--- src/rtl/rv_pkg.sv ---
package rv_pkg;

    // ------------------------------
    // widths and constants
    // ------------------------------
    localparam int XLEN = 32;

    typedef logic [4:0]      reg_addr_t;
    typedef logic [XLEN-1:0] word_t;

    localparam word_t NOP_INSN = 32'h0000_0013; // addi x0,x0,0

    // major opcodes from insn[6:2]
    typedef enum logic [4:0] {
        OPC_LOAD   = 5'b00000,
        OPC_STORE  = 5'b01000,
        OPC_OP_IMM = 5'b00100,
        OPC_OP     = 5'b01100,
        OPC_LUI    = 5'b01101,
        OPC_AUIPC  = 5'b00101
    } opcode_e;

    typedef enum logic [1:0] {
        FMT_I,
        FMT_S,
        FMT_U,
        FMT_NONE // register-register or unknown
    } insn_fmt_e;

    // ------------------------------
    // control groups
    // ------------------------------
    typedef struct packed {
        logic is_signed;
        logic is_neg;      // invert src2 and add one
        logic is_less;
        logic is_add;
        logic is_sll;
        logic is_srl;
        logic is_xor_or;
        logic is_or_and;
        logic is_src2;     // lui, auipc
    } alu_ctrl_t;

    typedef struct packed {
        logic is_load;
        logic is_store;
        logic is_signed;
        logic is_byte;
        logic is_half;
        logic is_word;
    } lsu_ctrl_t;

    // ------------------------------
    // stage payloads
    // ------------------------------
    typedef struct packed {
        word_t pc;
        word_t insn;
    } if_id_t;

    typedef struct packed {
        alu_ctrl_t alu;
        lsu_ctrl_t lsu;
        word_t     src1;
        word_t     src2;
        word_t     st_data;
        logic      fwd_src1;  // take ex/ma alu result in execute
        logic      fwd_src2;
        logic      fwd_st;
        logic      rf_we;
        reg_addr_t rd;
    } id_ex_t;

    typedef struct packed {
        word_t     rslt;
        lsu_ctrl_t lsu;
        logic [1:0] offset;
        logic      rf_we;
        reg_addr_t rd;
    } ex_ma_t;

    typedef struct packed {
        word_t     rslt;
        logic      rf_we;
        reg_addr_t rd;
    } ma_wb_t;

endpackage

--- src/rtl/rv_dec_if.sv ---
`timescale 1ns/1ns

interface rv_dec_if;
    import rv_pkg::*;

    alu_ctrl_t alu_ctrl;
    lsu_ctrl_t lsu_ctrl;
    logic      use_imm;
    logic      use_pc;   // imm already holds pc + offset
    word_t     imm;
    logic      rf_we;
    reg_addr_t rd;
    reg_addr_t rs1;
    reg_addr_t rs2;

    modport dec (output alu_ctrl, lsu_ctrl, use_imm, use_pc, imm, rf_we, rd, rs1, rs2);
    modport pipe (input alu_ctrl, lsu_ctrl, use_imm, use_pc, imm, rf_we, rd, rs1, rs2);

endinterface

--- src/rtl/rv_alu.sv ---
`timescale 1ns/1ns

module rv_alu (
    input  rv_pkg::alu_ctrl_t ctrl_i,
    input  rv_pkg::word_t     src1_i,
    input  rv_pkg::word_t     src2_i,
    output rv_pkg::word_t     rslt_o
);
    import rv_pkg::*;

    logic [33:0]       add_a;
    logic [33:0]       add_b;
    logic [33:0]       add_sum;
    logic signed [32:0] shr_src;
    logic [4:0]        shamt;
    word_t             add_rslt;
    word_t             less_rslt;
    word_t             sll_rslt;
    word_t             srl_rslt;
    word_t             bit_rslt;
    word_t             pass_rslt;

    // low guard bit supplies the +1 of a subtract
    assign add_a   = {ctrl_i.is_signed & src1_i[31], src1_i, 1'b1};
    assign add_b   = {ctrl_i.is_signed & src2_i[31], src2_i, 1'b0} ^ {34{ctrl_i.is_neg}};
    assign add_sum = add_a + add_b;

    assign add_rslt  = ctrl_i.is_add ? add_sum[32:1] : '0;
    assign less_rslt = {31'b0, ctrl_i.is_less & add_sum[33]}; // sign of the difference

    assign shamt    = src2_i[4:0];
    assign shr_src  = {ctrl_i.is_signed & src1_i[31], src1_i};
    assign sll_rslt = ctrl_i.is_sll ? src1_i << shamt : '0;
    assign srl_rslt = ctrl_i.is_srl ? word_t'(shr_src >>> shamt) : '0;

    assign bit_rslt = (ctrl_i.is_xor_or ? (src1_i ^ src2_i) : '0)
                    | (ctrl_i.is_or_and ? (src1_i & src2_i) : '0);

    assign pass_rslt = ctrl_i.is_src2 ? src2_i : '0;

    // only one group is active per instruction
    assign rslt_o = add_rslt | less_rslt | sll_rslt | srl_rslt | bit_rslt | pass_rslt;

endmodule

--- src/rtl/rv_decoder.sv ---
`timescale 1ns/1ns

module rv_decoder (
    input  rv_pkg::word_t insn_i,
    input  rv_pkg::word_t pc_i,
    rv_dec_if.dec         dec_o
);
    import rv_pkg::*;

    logic [4:0] op;
    logic [2:0] f3;
    logic [6:0] f7;
    logic       known;
    logic       is_op;
    logic       is_imm_op;
    insn_fmt_e  fmt;
    word_t      imm_raw;

    assign op = insn_i[6:2];
    assign f3 = insn_i[14:12];
    assign f7 = insn_i[31:25];

    // ------------------------------
    // pre-decode
    // ------------------------------
    always_comb begin
        known = 1'b1;
        case (op)
            OPC_LOAD, OPC_OP_IMM: fmt = FMT_I;
            OPC_STORE:            fmt = FMT_S;
            OPC_LUI, OPC_AUIPC:   fmt = FMT_U;
            OPC_OP:               fmt = FMT_NONE;
            default: begin
                fmt   = FMT_NONE;
                known = 1'b0;
            end
        endcase
    end

    assign dec_o.rd    = (fmt == FMT_S || !known) ? '0 : insn_i[11:7];
    assign dec_o.rs1   = (fmt == FMT_U) ? '0 : insn_i[19:15];
    assign dec_o.rs2   = (fmt == FMT_I || fmt == FMT_U) ? '0 : insn_i[24:20];
    assign dec_o.rf_we = (dec_o.rd != '0);

    // ------------------------------
    // control decode
    // ------------------------------
    assign is_op     = (op == OPC_OP) && (f7 == 7'b0000000 || f7 == 7'b0100000);
    assign is_imm_op = (op == OPC_OP_IMM);

    always_comb begin
        dec_o.alu_ctrl = '0;
        if (is_op || is_imm_op) begin
            case (f3)
                3'd0: begin
                    dec_o.alu_ctrl.is_add = 1'b1;
                    dec_o.alu_ctrl.is_neg = is_op && f7[5];  // sub
                end
                3'd1: dec_o.alu_ctrl.is_sll = 1'b1;
                3'd2: begin                                 // slt
                    dec_o.alu_ctrl.is_signed = 1'b1;
                    dec_o.alu_ctrl.is_neg    = 1'b1;
                    dec_o.alu_ctrl.is_less   = 1'b1;
                end
                3'd3: begin                                 // sltu
                    dec_o.alu_ctrl.is_neg  = 1'b1;
                    dec_o.alu_ctrl.is_less = 1'b1;
                end
                3'd4: dec_o.alu_ctrl.is_xor_or = 1'b1;
                3'd5: begin
                    dec_o.alu_ctrl.is_srl    = 1'b1;
                    dec_o.alu_ctrl.is_signed = f7[5];       // sra
                end
                3'd6: begin                                 // or = xor | and
                    dec_o.alu_ctrl.is_xor_or = 1'b1;
                    dec_o.alu_ctrl.is_or_and = 1'b1;
                end
                default: dec_o.alu_ctrl.is_or_and = 1'b1;
            endcase
        end
        dec_o.alu_ctrl.is_src2 = (op == OPC_LUI) || (op == OPC_AUIPC);
    end

    always_comb begin
        dec_o.lsu_ctrl           = '0;
        dec_o.lsu_ctrl.is_load   = (op == OPC_LOAD);
        dec_o.lsu_ctrl.is_store  = (op == OPC_STORE);
        dec_o.lsu_ctrl.is_signed = (op == OPC_LOAD) && !f3[2];
        if (op == OPC_LOAD || op == OPC_STORE) begin
            dec_o.lsu_ctrl.is_byte = (f3[1:0] == 2'd0);
            dec_o.lsu_ctrl.is_half = (f3[1:0] == 2'd1);
            dec_o.lsu_ctrl.is_word = (f3[1:0] == 2'd2);
        end
    end

    // ------------------------------
    // immediate
    // ------------------------------
    always_comb begin
        case (fmt)
            FMT_I:   imm_raw = {{20{insn_i[31]}}, insn_i[31:20]};
            FMT_S:   imm_raw = {{20{insn_i[31]}}, insn_i[31:25], insn_i[11:7]};
            FMT_U:   imm_raw = {insn_i[31:12], 12'b0};
            default: imm_raw = '0;
        endcase
    end

    assign dec_o.use_pc  = (op == OPC_AUIPC);
    assign dec_o.use_imm = (fmt == FMT_I) || (fmt == FMT_S) || (op == OPC_LUI);
    assign dec_o.imm     = dec_o.use_pc ? pc_i + imm_raw : imm_raw; // auipc folded here

endmodule

--- src/rtl/rv_lsu.sv ---
`timescale 1ns/1ns

module rv_lsu (
    input  logic              valid_i,
    input  logic              stall_i,
    // execute side
    input  rv_pkg::lsu_ctrl_t st_ctrl_i,
    input  rv_pkg::word_t     base_i,
    input  rv_pkg::word_t     imm_i,
    input  rv_pkg::word_t     st_data_i,
    output rv_pkg::word_t     dbus_addr_o,
    output rv_pkg::word_t     dbus_wdata_o,
    output logic              dbus_wvalid_o,
    output logic [3:0]        dbus_wstrb_o,
    output logic [1:0]        offset_o,
    // memory access side
    input  rv_pkg::lsu_ctrl_t ld_ctrl_i,
    input  logic [1:0]        ld_offset_i,
    input  rv_pkg::word_t     dbus_rdata_i,
    output rv_pkg::word_t     ld_rslt_o
);
    import rv_pkg::*;

    word_t lane;

    // ------------------------------
    // store
    // ------------------------------
    assign dbus_addr_o   = base_i + imm_i;
    assign offset_o      = dbus_addr_o[1:0];
    assign dbus_wvalid_o = valid_i && !stall_i && st_ctrl_i.is_store;

    assign dbus_wdata_o = st_ctrl_i.is_byte ? {4{st_data_i[7:0]}}  :
                          st_ctrl_i.is_half ? {2{st_data_i[15:0]}} : st_data_i;

    always_comb begin
        if (st_ctrl_i.is_byte) begin
            dbus_wstrb_o = 4'b0001 << offset_o;
        end else if (st_ctrl_i.is_half) begin
            dbus_wstrb_o = offset_o[1] ? 4'b1100 : 4'b0011;
        end else if (st_ctrl_i.is_word) begin
            dbus_wstrb_o = 4'b1111;
        end else begin
            dbus_wstrb_o = 4'b0000;
        end
    end

    // ------------------------------
    // load
    // ------------------------------
    assign lane = dbus_rdata_i >> {ld_offset_i, 3'b000}; // addressed byte to lane 0

    always_comb begin
        if (!ld_ctrl_i.is_load) begin
            ld_rslt_o = '0;
        end else if (ld_ctrl_i.is_byte) begin
            ld_rslt_o = {{24{ld_ctrl_i.is_signed & lane[7]}}, lane[7:0]};
        end else if (ld_ctrl_i.is_half) begin
            ld_rslt_o = {{16{ld_ctrl_i.is_signed & lane[15]}}, lane[15:0]};
        end else begin
            ld_rslt_o = dbus_rdata_i;
        end
    end

endmodule

--- src/rtl/rv_pipe_core.sv ---
`timescale 1ns/1ns

module rv_pipe_core #(
    parameter rv_pkg::word_t RESET_VECTOR = '0
) (
    input  logic          clk_i,
    input  logic          rst,
    input  logic          stall_i,
    output rv_pkg::word_t ibus_addr_o,
    input  rv_pkg::word_t ibus_rdata_i,
    output rv_pkg::word_t dbus_addr_o,
    output rv_pkg::word_t dbus_wdata_o,
    output logic          dbus_wvalid_o,
    output logic [3:0]    dbus_wstrb_o,
    input  rv_pkg::word_t dbus_rdata_i
);
    import rv_pkg::*;

    localparam if_id_t IF_ID_RST = '{pc: RESET_VECTOR, insn: NOP_INSN};

    word_t  r_pc;       // address of the word on ibus_rdata_i
    logic   fetch_v;    // first read after reset is still in flight
    logic   load_use;

    if_id_t if_id_d, if_id_q;
    id_ex_t id_ex_d, id_ex_q;
    ex_ma_t ex_ma_d, ex_ma_q;
    ma_wb_t ma_wb_d, ma_wb_q;
    logic   if_id_v, id_ex_v, ex_ma_v, ma_wb_v;

    // ------------------------------
    // fetch
    // ------------------------------
    assign ibus_addr_o = (fetch_v && !load_use) ? r_pc + 32'd4 : r_pc;

    always_ff @(posedge clk_i) begin
        if (rst) begin
            r_pc    <= RESET_VECTOR;
            fetch_v <= 1'b0;
        end else if (!stall_i) begin
            r_pc    <= ibus_addr_o;
            fetch_v <= 1'b1;
        end
    end

    always_comb begin
        if_id_d.pc   = r_pc;
        if_id_d.insn = ibus_rdata_i;
    end

    rv_stage_reg #(.payload_t(if_id_t), .RST_DATA(IF_ID_RST)) if_id (
        .clk_i   (clk_i),
        .rst     (rst),
        .stall_i (stall_i),
        .hold_i  (load_use),      // consumer waits in decode
        .bubble_i(1'b0),
        .valid_i (fetch_v),
        .data_i  (if_id_d),
        .valid_o (if_id_v),
        .data_o  (if_id_q)
    );

    // ------------------------------
    // decode
    // ------------------------------
    rv_dec_if dec_if ();

    rv_decoder u_decoder (
        .insn_i(if_id_q.insn),
        .pc_i  (if_id_q.pc),
        .dec_o (dec_if.dec)
    );

    word_t rf_rs1, rf_rs2;
    word_t ma_rslt;
    word_t ld_rslt;
    word_t rs1_val, rs2_val;
    logic  ma_hit1, ma_hit2, ex_hit1, ex_hit2;
    logic  imm_src2;

    rv_regfile u_regfile (
        .clk_i     (clk_i),
        .stall_i   (stall_i),
        .rs1_i     (dec_if.rs1),
        .rs2_i     (dec_if.rs2),
        .rs1_data_o(rf_rs1),
        .rs2_data_o(rf_rs2),
        .we_i      (ma_wb_v && ma_wb_q.rf_we),
        .rd_i      (ma_wb_q.rd),
        .wdata_i   (ma_wb_q.rslt)
    );

    // rf_we implies rd != 0, so x0 never matches
    assign ex_hit1 = id_ex_v && id_ex_q.rf_we && (id_ex_q.rd == dec_if.rs1);
    assign ex_hit2 = id_ex_v && id_ex_q.rf_we && (id_ex_q.rd == dec_if.rs2);
    assign ma_hit1 = ex_ma_v && ex_ma_q.rf_we && (ex_ma_q.rd == dec_if.rs1);
    assign ma_hit2 = ex_ma_v && ex_ma_q.rf_we && (ex_ma_q.rd == dec_if.rs2);

    assign load_use = if_id_v && id_ex_q.lsu.is_load && (ex_hit1 || ex_hit2);

    assign imm_src2 = dec_if.use_imm || dec_if.use_pc;
    assign rs1_val  = ma_hit1 ? ma_rslt : rf_rs1;  // ma result includes load data
    assign rs2_val  = ma_hit2 ? ma_rslt : rf_rs2;

    always_comb begin
        id_ex_d.alu      = dec_if.alu_ctrl;
        id_ex_d.lsu      = dec_if.lsu_ctrl;
        id_ex_d.src1     = rs1_val;
        id_ex_d.src2     = imm_src2 ? dec_if.imm : rs2_val;
        id_ex_d.st_data  = rs2_val;
        id_ex_d.fwd_src1 = ex_hit1;
        id_ex_d.fwd_src2 = ex_hit2 && !imm_src2;
        id_ex_d.fwd_st   = ex_hit2;
        id_ex_d.rf_we    = dec_if.rf_we;
        id_ex_d.rd       = dec_if.rd;
    end

    rv_stage_reg #(.payload_t(id_ex_t)) id_ex (
        .clk_i   (clk_i),
        .rst     (rst),
        .stall_i (stall_i),
        .hold_i  (1'b0),
        .bubble_i(load_use),
        .valid_i (if_id_v),
        .data_i  (id_ex_d),
        .valid_o (id_ex_v),
        .data_o  (id_ex_q)
    );

    // ------------------------------
    // execute
    // ------------------------------
    word_t ex_src1, ex_src2, ex_st_data, alu_rslt;
    logic [1:0] ex_offset;

    assign ex_src1    = id_ex_q.fwd_src1 ? ex_ma_q.rslt : id_ex_q.src1;
    assign ex_src2    = id_ex_q.fwd_src2 ? ex_ma_q.rslt : id_ex_q.src2;
    assign ex_st_data = id_ex_q.fwd_st   ? ex_ma_q.rslt : id_ex_q.st_data;

    rv_alu u_alu (
        .ctrl_i(id_ex_q.alu),
        .src1_i(ex_src1),
        .src2_i(ex_src2),
        .rslt_o(alu_rslt)
    );

    rv_lsu u_lsu (
        .valid_i      (id_ex_v),
        .stall_i      (stall_i),
        .st_ctrl_i    (id_ex_q.lsu),
        .base_i       (ex_src1),
        .imm_i        (ex_src2),       // src2 holds the offset for memory ops
        .st_data_i    (ex_st_data),
        .dbus_addr_o  (dbus_addr_o),
        .dbus_wdata_o (dbus_wdata_o),
        .dbus_wvalid_o(dbus_wvalid_o),
        .dbus_wstrb_o (dbus_wstrb_o),
        .offset_o     (ex_offset),
        .ld_ctrl_i    (ex_ma_q.lsu),
        .ld_offset_i  (ex_ma_q.offset),
        .dbus_rdata_i (dbus_rdata_i),
        .ld_rslt_o    (ld_rslt)
    );

    always_comb begin
        ex_ma_d.rslt   = alu_rslt;
        ex_ma_d.lsu    = id_ex_q.lsu;
        ex_ma_d.offset = ex_offset;
        ex_ma_d.rf_we  = id_ex_q.rf_we;
        ex_ma_d.rd     = id_ex_q.rd;
    end

    rv_stage_reg #(.payload_t(ex_ma_t)) ex_ma (
        .clk_i   (clk_i),
        .rst     (rst),
        .stall_i (stall_i),
        .hold_i  (1'b0),
        .bubble_i(1'b0),
        .valid_i (id_ex_v),
        .data_i  (ex_ma_d),
        .valid_o (ex_ma_v),
        .data_o  (ex_ma_q)
    );

    // ------------------------------
    // memory access / write back
    // ------------------------------
    assign ma_rslt = ex_ma_q.rslt | ld_rslt;  // alu result is zero for loads

    always_comb begin
        ma_wb_d.rslt  = ma_rslt;
        ma_wb_d.rf_we = ex_ma_q.rf_we;
        ma_wb_d.rd    = ex_ma_q.rd;
    end

    rv_stage_reg #(.payload_t(ma_wb_t)) ma_wb (
        .clk_i   (clk_i),
        .rst     (rst),
        .stall_i (stall_i),
        .hold_i  (1'b0),
        .bubble_i(1'b0),
        .valid_i (ex_ma_v),
        .data_i  (ma_wb_d),
        .valid_o (ma_wb_v),
        .data_o  (ma_wb_q)
    );

endmodule

--- src/rtl/rv_regfile.sv ---
`timescale 1ns/1ns

module rv_regfile (
    input  logic              clk_i,
    input  logic              stall_i,
    input  rv_pkg::reg_addr_t rs1_i,
    input  rv_pkg::reg_addr_t rs2_i,
    output rv_pkg::word_t     rs1_data_o,
    output rv_pkg::word_t     rs2_data_o,
    input  logic              we_i,
    input  rv_pkg::reg_addr_t rd_i,
    input  rv_pkg::word_t     wdata_i
);
    import rv_pkg::*;

    word_t regs [1:31];

    // x0 reads zero and a same-cycle write is bypassed
    assign rs1_data_o = (rs1_i == '0) ? '0 : (we_i && rs1_i == rd_i) ? wdata_i : regs[rs1_i];
    assign rs2_data_o = (rs2_i == '0) ? '0 : (we_i && rs2_i == rd_i) ? wdata_i : regs[rs2_i];

    always_ff @(posedge clk_i) begin
        if (we_i && !stall_i && rd_i != '0) begin
            regs[rd_i] <= wdata_i;
        end
    end

endmodule

--- src/rtl/rv_stage_reg.sv ---
`timescale 1ns/1ns

module rv_stage_reg #(
    parameter type      payload_t = logic,
    parameter payload_t RST_DATA  = '0
) (
    input  logic     clk_i,
    input  logic     rst,
    input  logic     stall_i,
    input  logic     hold_i,
    input  logic     bubble_i,
    input  logic     valid_i,
    input  payload_t data_i,
    output logic     valid_o,
    output payload_t data_o
);

    always_ff @(posedge clk_i) begin
        if (rst) begin
            valid_o <= 1'b0;
            data_o  <= RST_DATA;
        end else if (!stall_i && !hold_i) begin
            valid_o <= valid_i && !bubble_i; // bubble enters as invalid
            data_o  <= data_i;
        end
    end

endmodule

--- config.mk ---
export PLATFORM = sky130hd
export DESIGN_NAME = rv_pipe_core
export DESIGN_NICKNAME = d
export VERILOG_FILES = /design/src/rtl/rv_pkg.sv /design/src/rtl/rv_dec_if.sv /design/src/rtl/rv_alu.sv /design/src/rtl/rv_decoder.sv /design/src/rtl/rv_lsu.sv /design/src/rtl/rv_pipe_core.sv /design/src/rtl/rv_regfile.sv /design/src/rtl/rv_stage_reg.sv
export SDC_FILE = /design/constraint.sdc
export NUM_CORES = 2
export LEC_CHECK = 0
export ABC_AREA = 1
export BUFFER_PORTS_ARGS = -buffer_cell sky130_fd_sc_hd__buf_2
export CAP_MARGIN = 25
export CORE_ASPECT_RATIO = 0.5
export CORE_MARGIN = 4
export CORE_UTILIZATION = 37
export CTS_BUF_LIST = sky130_fd_sc_hd__clkbuf_16
export DETAILED_ROUTE_END_ITERATION = 10
export SYNTH_ARGS = -nofsm -noshare
export SYNTH_HDL_FRONTEND = slang
export SYNTH_SLANG_ARGS = --single-unit
--- constraint.sdc ---
create_clock -name clk_i -period 13.96 [get_ports clk_i]
set_clock_uncertainty 0.15 [all_clocks]
set_input_delay 1.396 -clock clk_i [delete_from_list [all_inputs] [get_ports clk_i]]
set_output_delay 1.396 -clock clk_i [all_outputs]
set_load 0.01 [all_outputs]
# After elaboration in Yosys (flattened, before gate mapping)
# Memories as Yosys holds them, arrays and structs flattened.
# Index checks and enable logic that the tools add are counted.
[word_totals]
mem_bits_rw = 992
mem_count = 1
inputBits = 67
register_bits = 303
word_cells = 185
output_inout_bits = 101
[mem_list]
columns = ["name", "depth", "width", "read_ports", "rd_ports_with_merged_regs", "write_ports", "line", "source"]
rows = [
  ["u_regfile.regs", 31, 32, 2, 0, 1, "rv_regfile.sv:16", "word_t regs [1:31];"],
]
[op_classes]
bitwise_logic = 15
muxes = 45
n_addsub = 4
shifts = 4
n_eq_ne = 22
n_reduce_logical = 52
[ops]
columns = ["operator", "n"]
rows = [
  ["32-bit two-way mux", 23],
  ["32-bit OR", 6],
  ["32-bit case mux with 3 select lines", 1],
  ["32-bit adder", 2],
  ["34-bit adder", 1],
  ["34-bit XOR", 1],
  ["33-bit by 5-bit >>> shifter with 32-bit output", 1],
  ["32-bit by 3-bit adder with 32-bit output (second input constant)", 1],
  ["32-bit bitwise AND", 1],
  ["32-bit by 1-bit OR with 32-bit output", 1],
  ["32-bit by 5-bit left shift with 32-bit output", 1],
  ["32-bit by 5-bit >> shifter with 16-bit output", 1],
  ["32-bit XOR", 1],
  ["5-bit == test", 6],
  ["1-bit logical AND", 22],
  ["4-bit two-way mux", 4],
  ["5-bit by 4-bit == test with 1-bit output (second input constant)", 3],
  ["5-bit zero test", 3],
  ["5-bit two-way mux", 3],
  ["6-bit OR reduction", 2],
  ["5-bit by 3-bit == test with 1-bit output (second input constant)", 2],
  ["1-bit logical OR", 10],
  ["5-bit nonzero test", 2],
  ["3-bit == test (second input constant)", 3],
  ["other kinds (17)", 41],
]

# Longest topological paths before layout
[logic_depth]
ltp_word = 13
ltp_mapped = 24

# Cells and area by module
# From an unflattened synthesis, not the netlist that was laid out.
[hier_totals]
cells_unflattened = 12124
hier_area_um2 = 84006.8
[by_module_without_submodules]
columns = ["module", "area_each_um2", "seq_area_each_um2", "cells_per_inst", "n_inst"]
rows = [
  ["rv_regfile", 52957.0, 29788.6, 6481, 1],
  ["rv_alu", 7230.7, 0.0, 1422, 1],
  ["rv_pipe_core", 5734.2, 620.6, 1000, 1],
  ["rv_stage_reg (id_ex)", 4890.9, 2422.3, 768, 1],
  ["rv_lsu", 3530.9, 0.0, 756, 1],
  ["rv_decoder", 3410.8, 0.0, 739, 1],
  ["rv_stage_reg (if_id)", 2693.8, 1301.2, 409, 1],
  ["rv_stage_reg (ex_ma)", 1954.4, 940.9, 300, 1],
  ["rv_stage_reg (ma_wb)", 1604.0, 780.7, 249, 1],
]

# Worst setup path after synthesis
# OpenSTA, ideal clock, no wires.
[synth_timing]
path_type = "input to register"
from = "input stall_i"
to = "memory u_regfile.regs[1][0] (netlist bit) (enable)"
t_required_ps = 13309
arrival_time_ps = 5158
path_buffers = 3
slack_ps = 8150
cell_stages = 4
setup_time_ps = 501
path_cell_list = "clkbuf_1 -> clkbuf_1 -> clkbuf_1 -> nor4_1"
[synth_via]
elab_chain_len = 5
[synth_rtl]
columns = ["item", "line", "source"]
rows = [
  ["from (decl)", "rv_pipe_core.sv:8", "input logic stall_i,"],
  ["1-bit zero test", "rv_regfile.sv:23", "if (we_i && !stall_i && rd_i != '0) begin"],
  ["1-bit logical AND (2 in series)", "rv_regfile.sv:23", ""],
  ["1-bit two-way mux", "rv_regfile.sv:23", ""],
  ["1-bit two-way mux (not written as such)", "rv_regfile.sv:24", "regs[rd_i] <= wdata_i;"],
  ["to (decl)", "rv_regfile.sv:16", ""],
]
# No other way between the ends.

# Final worst setup path
[layout_timing]
from = "register if_id.data_o[3] (netlist bit)"
to = "output ibus_addr_o[26]"
[layout_via]
elab_chain_len = 13
[layout_rtl]
columns = ["item", "line", "source"]
rows = [
  ["from (decl)", "rv_stage_reg.sv:15", "output payload_t data_o"],
  ["from (signal assigned)", "rv_stage_reg.sv:24", "data_o <= data_i;"],
  ["5-bit by 3-bit == test with 1-bit output, or another cell as far along", "rv_decoder.sv:28", "case (op)"],
  ["2-bit OR reduction", "rv_decoder.sv:28", ""],
  ["2-bit case mux with 3 select lines (*)", "rv_decoder.sv:28", ""],
  ["2-bit == test / 2-bit zero test (equally long branches)", "rv_decoder.sv:41, rv_decoder.sv:42", ""],
  ["1-bit logical OR", "rv_decoder.sv:42", "assign dec_o.rs2 = (fmt == FMT_I || fmt == FMT_U) ? '0 : insn_i[24:20];"],
  ["5-bit two-way mux", "rv_decoder.sv:42", ""],
  ["5-bit == test", "rv_pipe_core.sv:95", "assign ex_hit2 = id_ex_v && id_ex_q.rf_we && (id_ex_q.rd == dec_if.rs2);"],
  ["1-bit logical AND", "rv_pipe_core.sv:95", ""],
  ["1-bit logical OR (*)", "rv_pipe_core.sv:99", "assign load_use = if_id_v && id_ex_q.lsu.is_load && (ex_hit1 || ex_hit2);"],
  ["1-bit logical AND (*)", "rv_pipe_core.sv:99", ""],
  ["1-bit zero test (*)", "rv_pipe_core.sv:34", "assign ibus_addr_o = (fetch_v && !load_use) ? r_pc + 32'd4 : r_pc;"],
  ["1-bit logical AND (*)", "rv_pipe_core.sv:34", ""],
  ["32-bit two-way mux (*)", "rv_pipe_core.sv:34", ""],
  ["to (decl)", "rv_pipe_core.sv:9", "output rv_pkg::word_t ibus_addr_o,"],
]
# Mark *: on every way between the ends. The rest lies on a longest branch, timed or not.

==> out/results.ini <==
[route]
ant_nets = 0
via_count = 75100
dr.pass1.iters = 8
route.detailed.drc = 0
wirelength_mm = 332
detail_route.wl_per_cell_um = 26.7
viasPerCell = 6.04
drtIter0Drc = 12200

[global_routing]
antenna_found_initial = 15
grt_max_degree = 185
overflow = 0
grt_pass1_vias = 68200
grt_pass1_wl_mm = 472
grtUsageTotal_pct = 29.9

[synthesis]
synth-main-ff-cell = edfxtp_1
yosysUniqueCellTypes = 64
syn_avg_cell_area_um2 = 7.70
synth_warnings = 0
synth_area_um2 = 75600
ys_seq_elements = 1289
synth_top_area_share_pct = 39.4
yosys-top-cells-area = edfxtp_1 39%, nand2_1 14%, nand3_1 13%
synth_edf_count = 992
ys_seq_area_share_pct = 47.2
syn_inst = 9823
yosysTopAreaCell = edfxtp_1
async_reset_ff_share_pct = 0

[cts]
cts_made_buffers = 135
cts_tree = built
clkTransAtPathRegs_ns = 0.06
clock_path_buffers = 3
worstSkewPairLatency_ns = 0.81
root_buffer = clkbuf_16
post-cts-setup-buffer-count = 0
clock_sinks = 1289
postCtsHoldBufs = 0
h-tree-depth = 4
post_cts_resized = 0

[sta]
finalCritPeriodShare_pct = 53.1
fin_tns_setup_ns = 0
setup_slack_ns = 6.55
hold_ws_ns = 0.324
max_slew_margin_pct = 7.56
grt_setup_unrepaired = no
fmax_ghz = 0.135
tightestPinTransition_ns = 1.39
finalSetupViolCount = 0
period_needed_ns = 7.41
final_hold_viol_count = 0
slew_violations = 0

[final_layout]
finish.utilization_pct = 40.9
syn2layout_area_growth_pct = 9.96
fin_nets = 9767
regArea_um2 = 35700
drive_gt1_share_pct = 6.94
multi_input_area_um2 = 35500
fillers = 20400

[floorplan]
row_count = 117
die_h_um = 328
die_width_um = 647
ioPinCount = 168
initial_core_util_pct = 37.2
core_um2 = 203000
fp.dieArea_um2 = 212000

[status]
status = completed

[power_and_ir_drop]
clkPwrFrac_pct = 36.0
p_seq_share_pct = 42.9
power_frac_comb_pct = 21.1
netSwitchingPower_mw = 3.22
internal_power_mw = 6.67
power.leakage_nw = 33.3
vdd_drop_max_mv = 0.141
powerDensity_nw_per_um2 = 119
swShare_pct = 32.6

[critical_path]
required_ns = 12.41
worst_ep_arrival_time_ns = 5.87
path_class = reg2out
crit_path_top_delay_cell = buf_4
cp_max_fo = 65
crit_path_end_kind = output port
cp-start-kind = register
path_common_cell = nand2_1
crit_chain = nor2_4 > nand3_4 > buf_4 > nand3_4 > xor2_1 > a21oi_1 > nand3_1 > nand2_1 > nand3_2 > nand2_1 > buf_16 > nand2_1 > nand2_1 > buf_2
cpPeakStageDelay_ns = 0.84

[place]
io_buffer_count = 163
routabilityCongestion = 1.05
dp_hpwl_mm = 201
place_ws_ns = 7.19

[hold_path]
min-delay-path-class = reg2reg

[run]
maxCapViolCount = 0

## worst max-delay path, delay by kind of cell, from the launching register on
family	cells	cell delay (ns)
AND/OR/NAND/NOR	9	2.83
buffers and inverters	3	1.21
flip-flops	1	0.40
XOR/XNOR	1	0.35
AO/OA/AOI/OAI	1	0.19
## layout by cell type (no fill, tap or decap), types with 141 or more instances in the layout
master	n
inv_1	432
a21oi_1	526
nand4_1	321
dfxtp_1	294
o21ai_0	557
clkbuf_16	141
nand2_1	2749
buf_4	193
buf_2	162
edfxtp_1	992
nand3_1	2000
nor2_1	577
## area by class of cell
| type | count | area share, % |
|---|---|---|
| Tap cell | 2737 | 4.12 |
| Sequential cell | 1289 | 43.0 |
| Clock buffer | 141 | 4.24 |
| Multi-Input combinational cell | 7379 | 42.7 |
| Antenna cell | 3 | 0.00903 |
| Inverter | 425 | 1.96 |
| Timing Repair Buffer | 373 | 3.18 |
| Clock inverter | 96 | 0.805 |
## cells in the mapped netlist (11+ instances only)
cell / n
o211ai_1: 76
buf_4: 18
a221oi_1: 23
o21ai_0: 573
o22ai_1: 28
mux2i_1: 11
xnor2_1: 19
a22oi_1: 16
inv_1: 409
or2_2: 34
nand3_1: 2000
nand4_1: 321
o21ai_1: 14
a31oi_1: 24
buf_2: 204
clkbuf_1: 413
a21o_1: 13
xor2_1: 100
nor3_1: 36
edfxtp_1: 992
nor4_1: 15
nand2_1: 2750
dfxtp_1: 297
a21oi_1: 527
ha_1: 95
buf_1: 91
nor2_1: 600
## final timing paths
check                           slack, ns               from           endpoint  cells after the start
worst max-delay path                 6.55    if_id.data_o[3]    ibus_addr_o[26]                     14
worst min-delay path                 0.32  id_ex.data_o[105]  id_ex.data_o[105]                      2
worst max register to register       7.00    if_id.data_o[3]   id_ex.data_o[55]                     17
worst min register to register       0.32  id_ex.data_o[105]  id_ex.data_o[105]                      2
## per-layer routing
| layer | vias up | routed length (um) | GRT usage [%] |
|---|---|---|---|
| li1 | 33600 | - | - |
| met1 | 35600 | 130000 | 40.5 |
| met4 | 2 | 19200 | 15.8 |
| met5 | - | 13 | 0 |
| met2 | 4979 | 141000 | 44.2 |
| met3 | 902 | 41400 | 7.23 |
## power by group through the flow
stage	Combinational [mW]	Clock (mW)	Sequential (mW)
2_1_floorplan	1.22	0	4.31
3_3_place_gp	1.98	0	4.33
3_5_place_dp	1.99	0	4.33
4_1_cts	2.00	3.57	4.25
5_1_grt	2.21	3.72	4.25
6_report	2.09	3.56	4.25
## logic make-up (layout without fill, tap and decap cells)
group                      count (synthesis)  in the layout  share of synthesized area, %
muxes                                     11             11                         0.146
and+or+nand+nor                         5803           5803                          33.7
other                                      1              5                       0.00496
buffers and inverters                   1156           1035                          6.22
AOI/OAI and AO/OA                       1347           1347                          9.70
DFF                                     1289           1289                          47.2
xor gates and xnor gates                 119            119                          1.38
adders and majority gates                 97             97                          1.62
## state kept, by name, indices dropped and copies added, names as in the netlist
register	cells
u_regfile.regs	992
id_ex.data_o	120
if_id.data_o	60
ex_ma.data_o	44
ma_wb.data_o	38
r_pc	30
ex_ma.valid_o	1
fetch_v	1
id_ex.valid_o	1
if_id.valid_o	1
ma_wb.valid_o	1
## through the flow
stage | std cells | total power [mW] | instance area [um^2]
2_1_floorplan | 9824 | 5.53 | 75700
3_3_place_gp | 12200 | 6.31 | 78700
3_5_place_dp | 12200 | 6.32 | 78800
4_1_cts | 12400 | 9.82 | 83000
5_1_grt | 12400 | 10.2 | 83200
6_report | 12400 | 9.90 | 83200
Note: power is estimated with default switching activity, not from simulation.
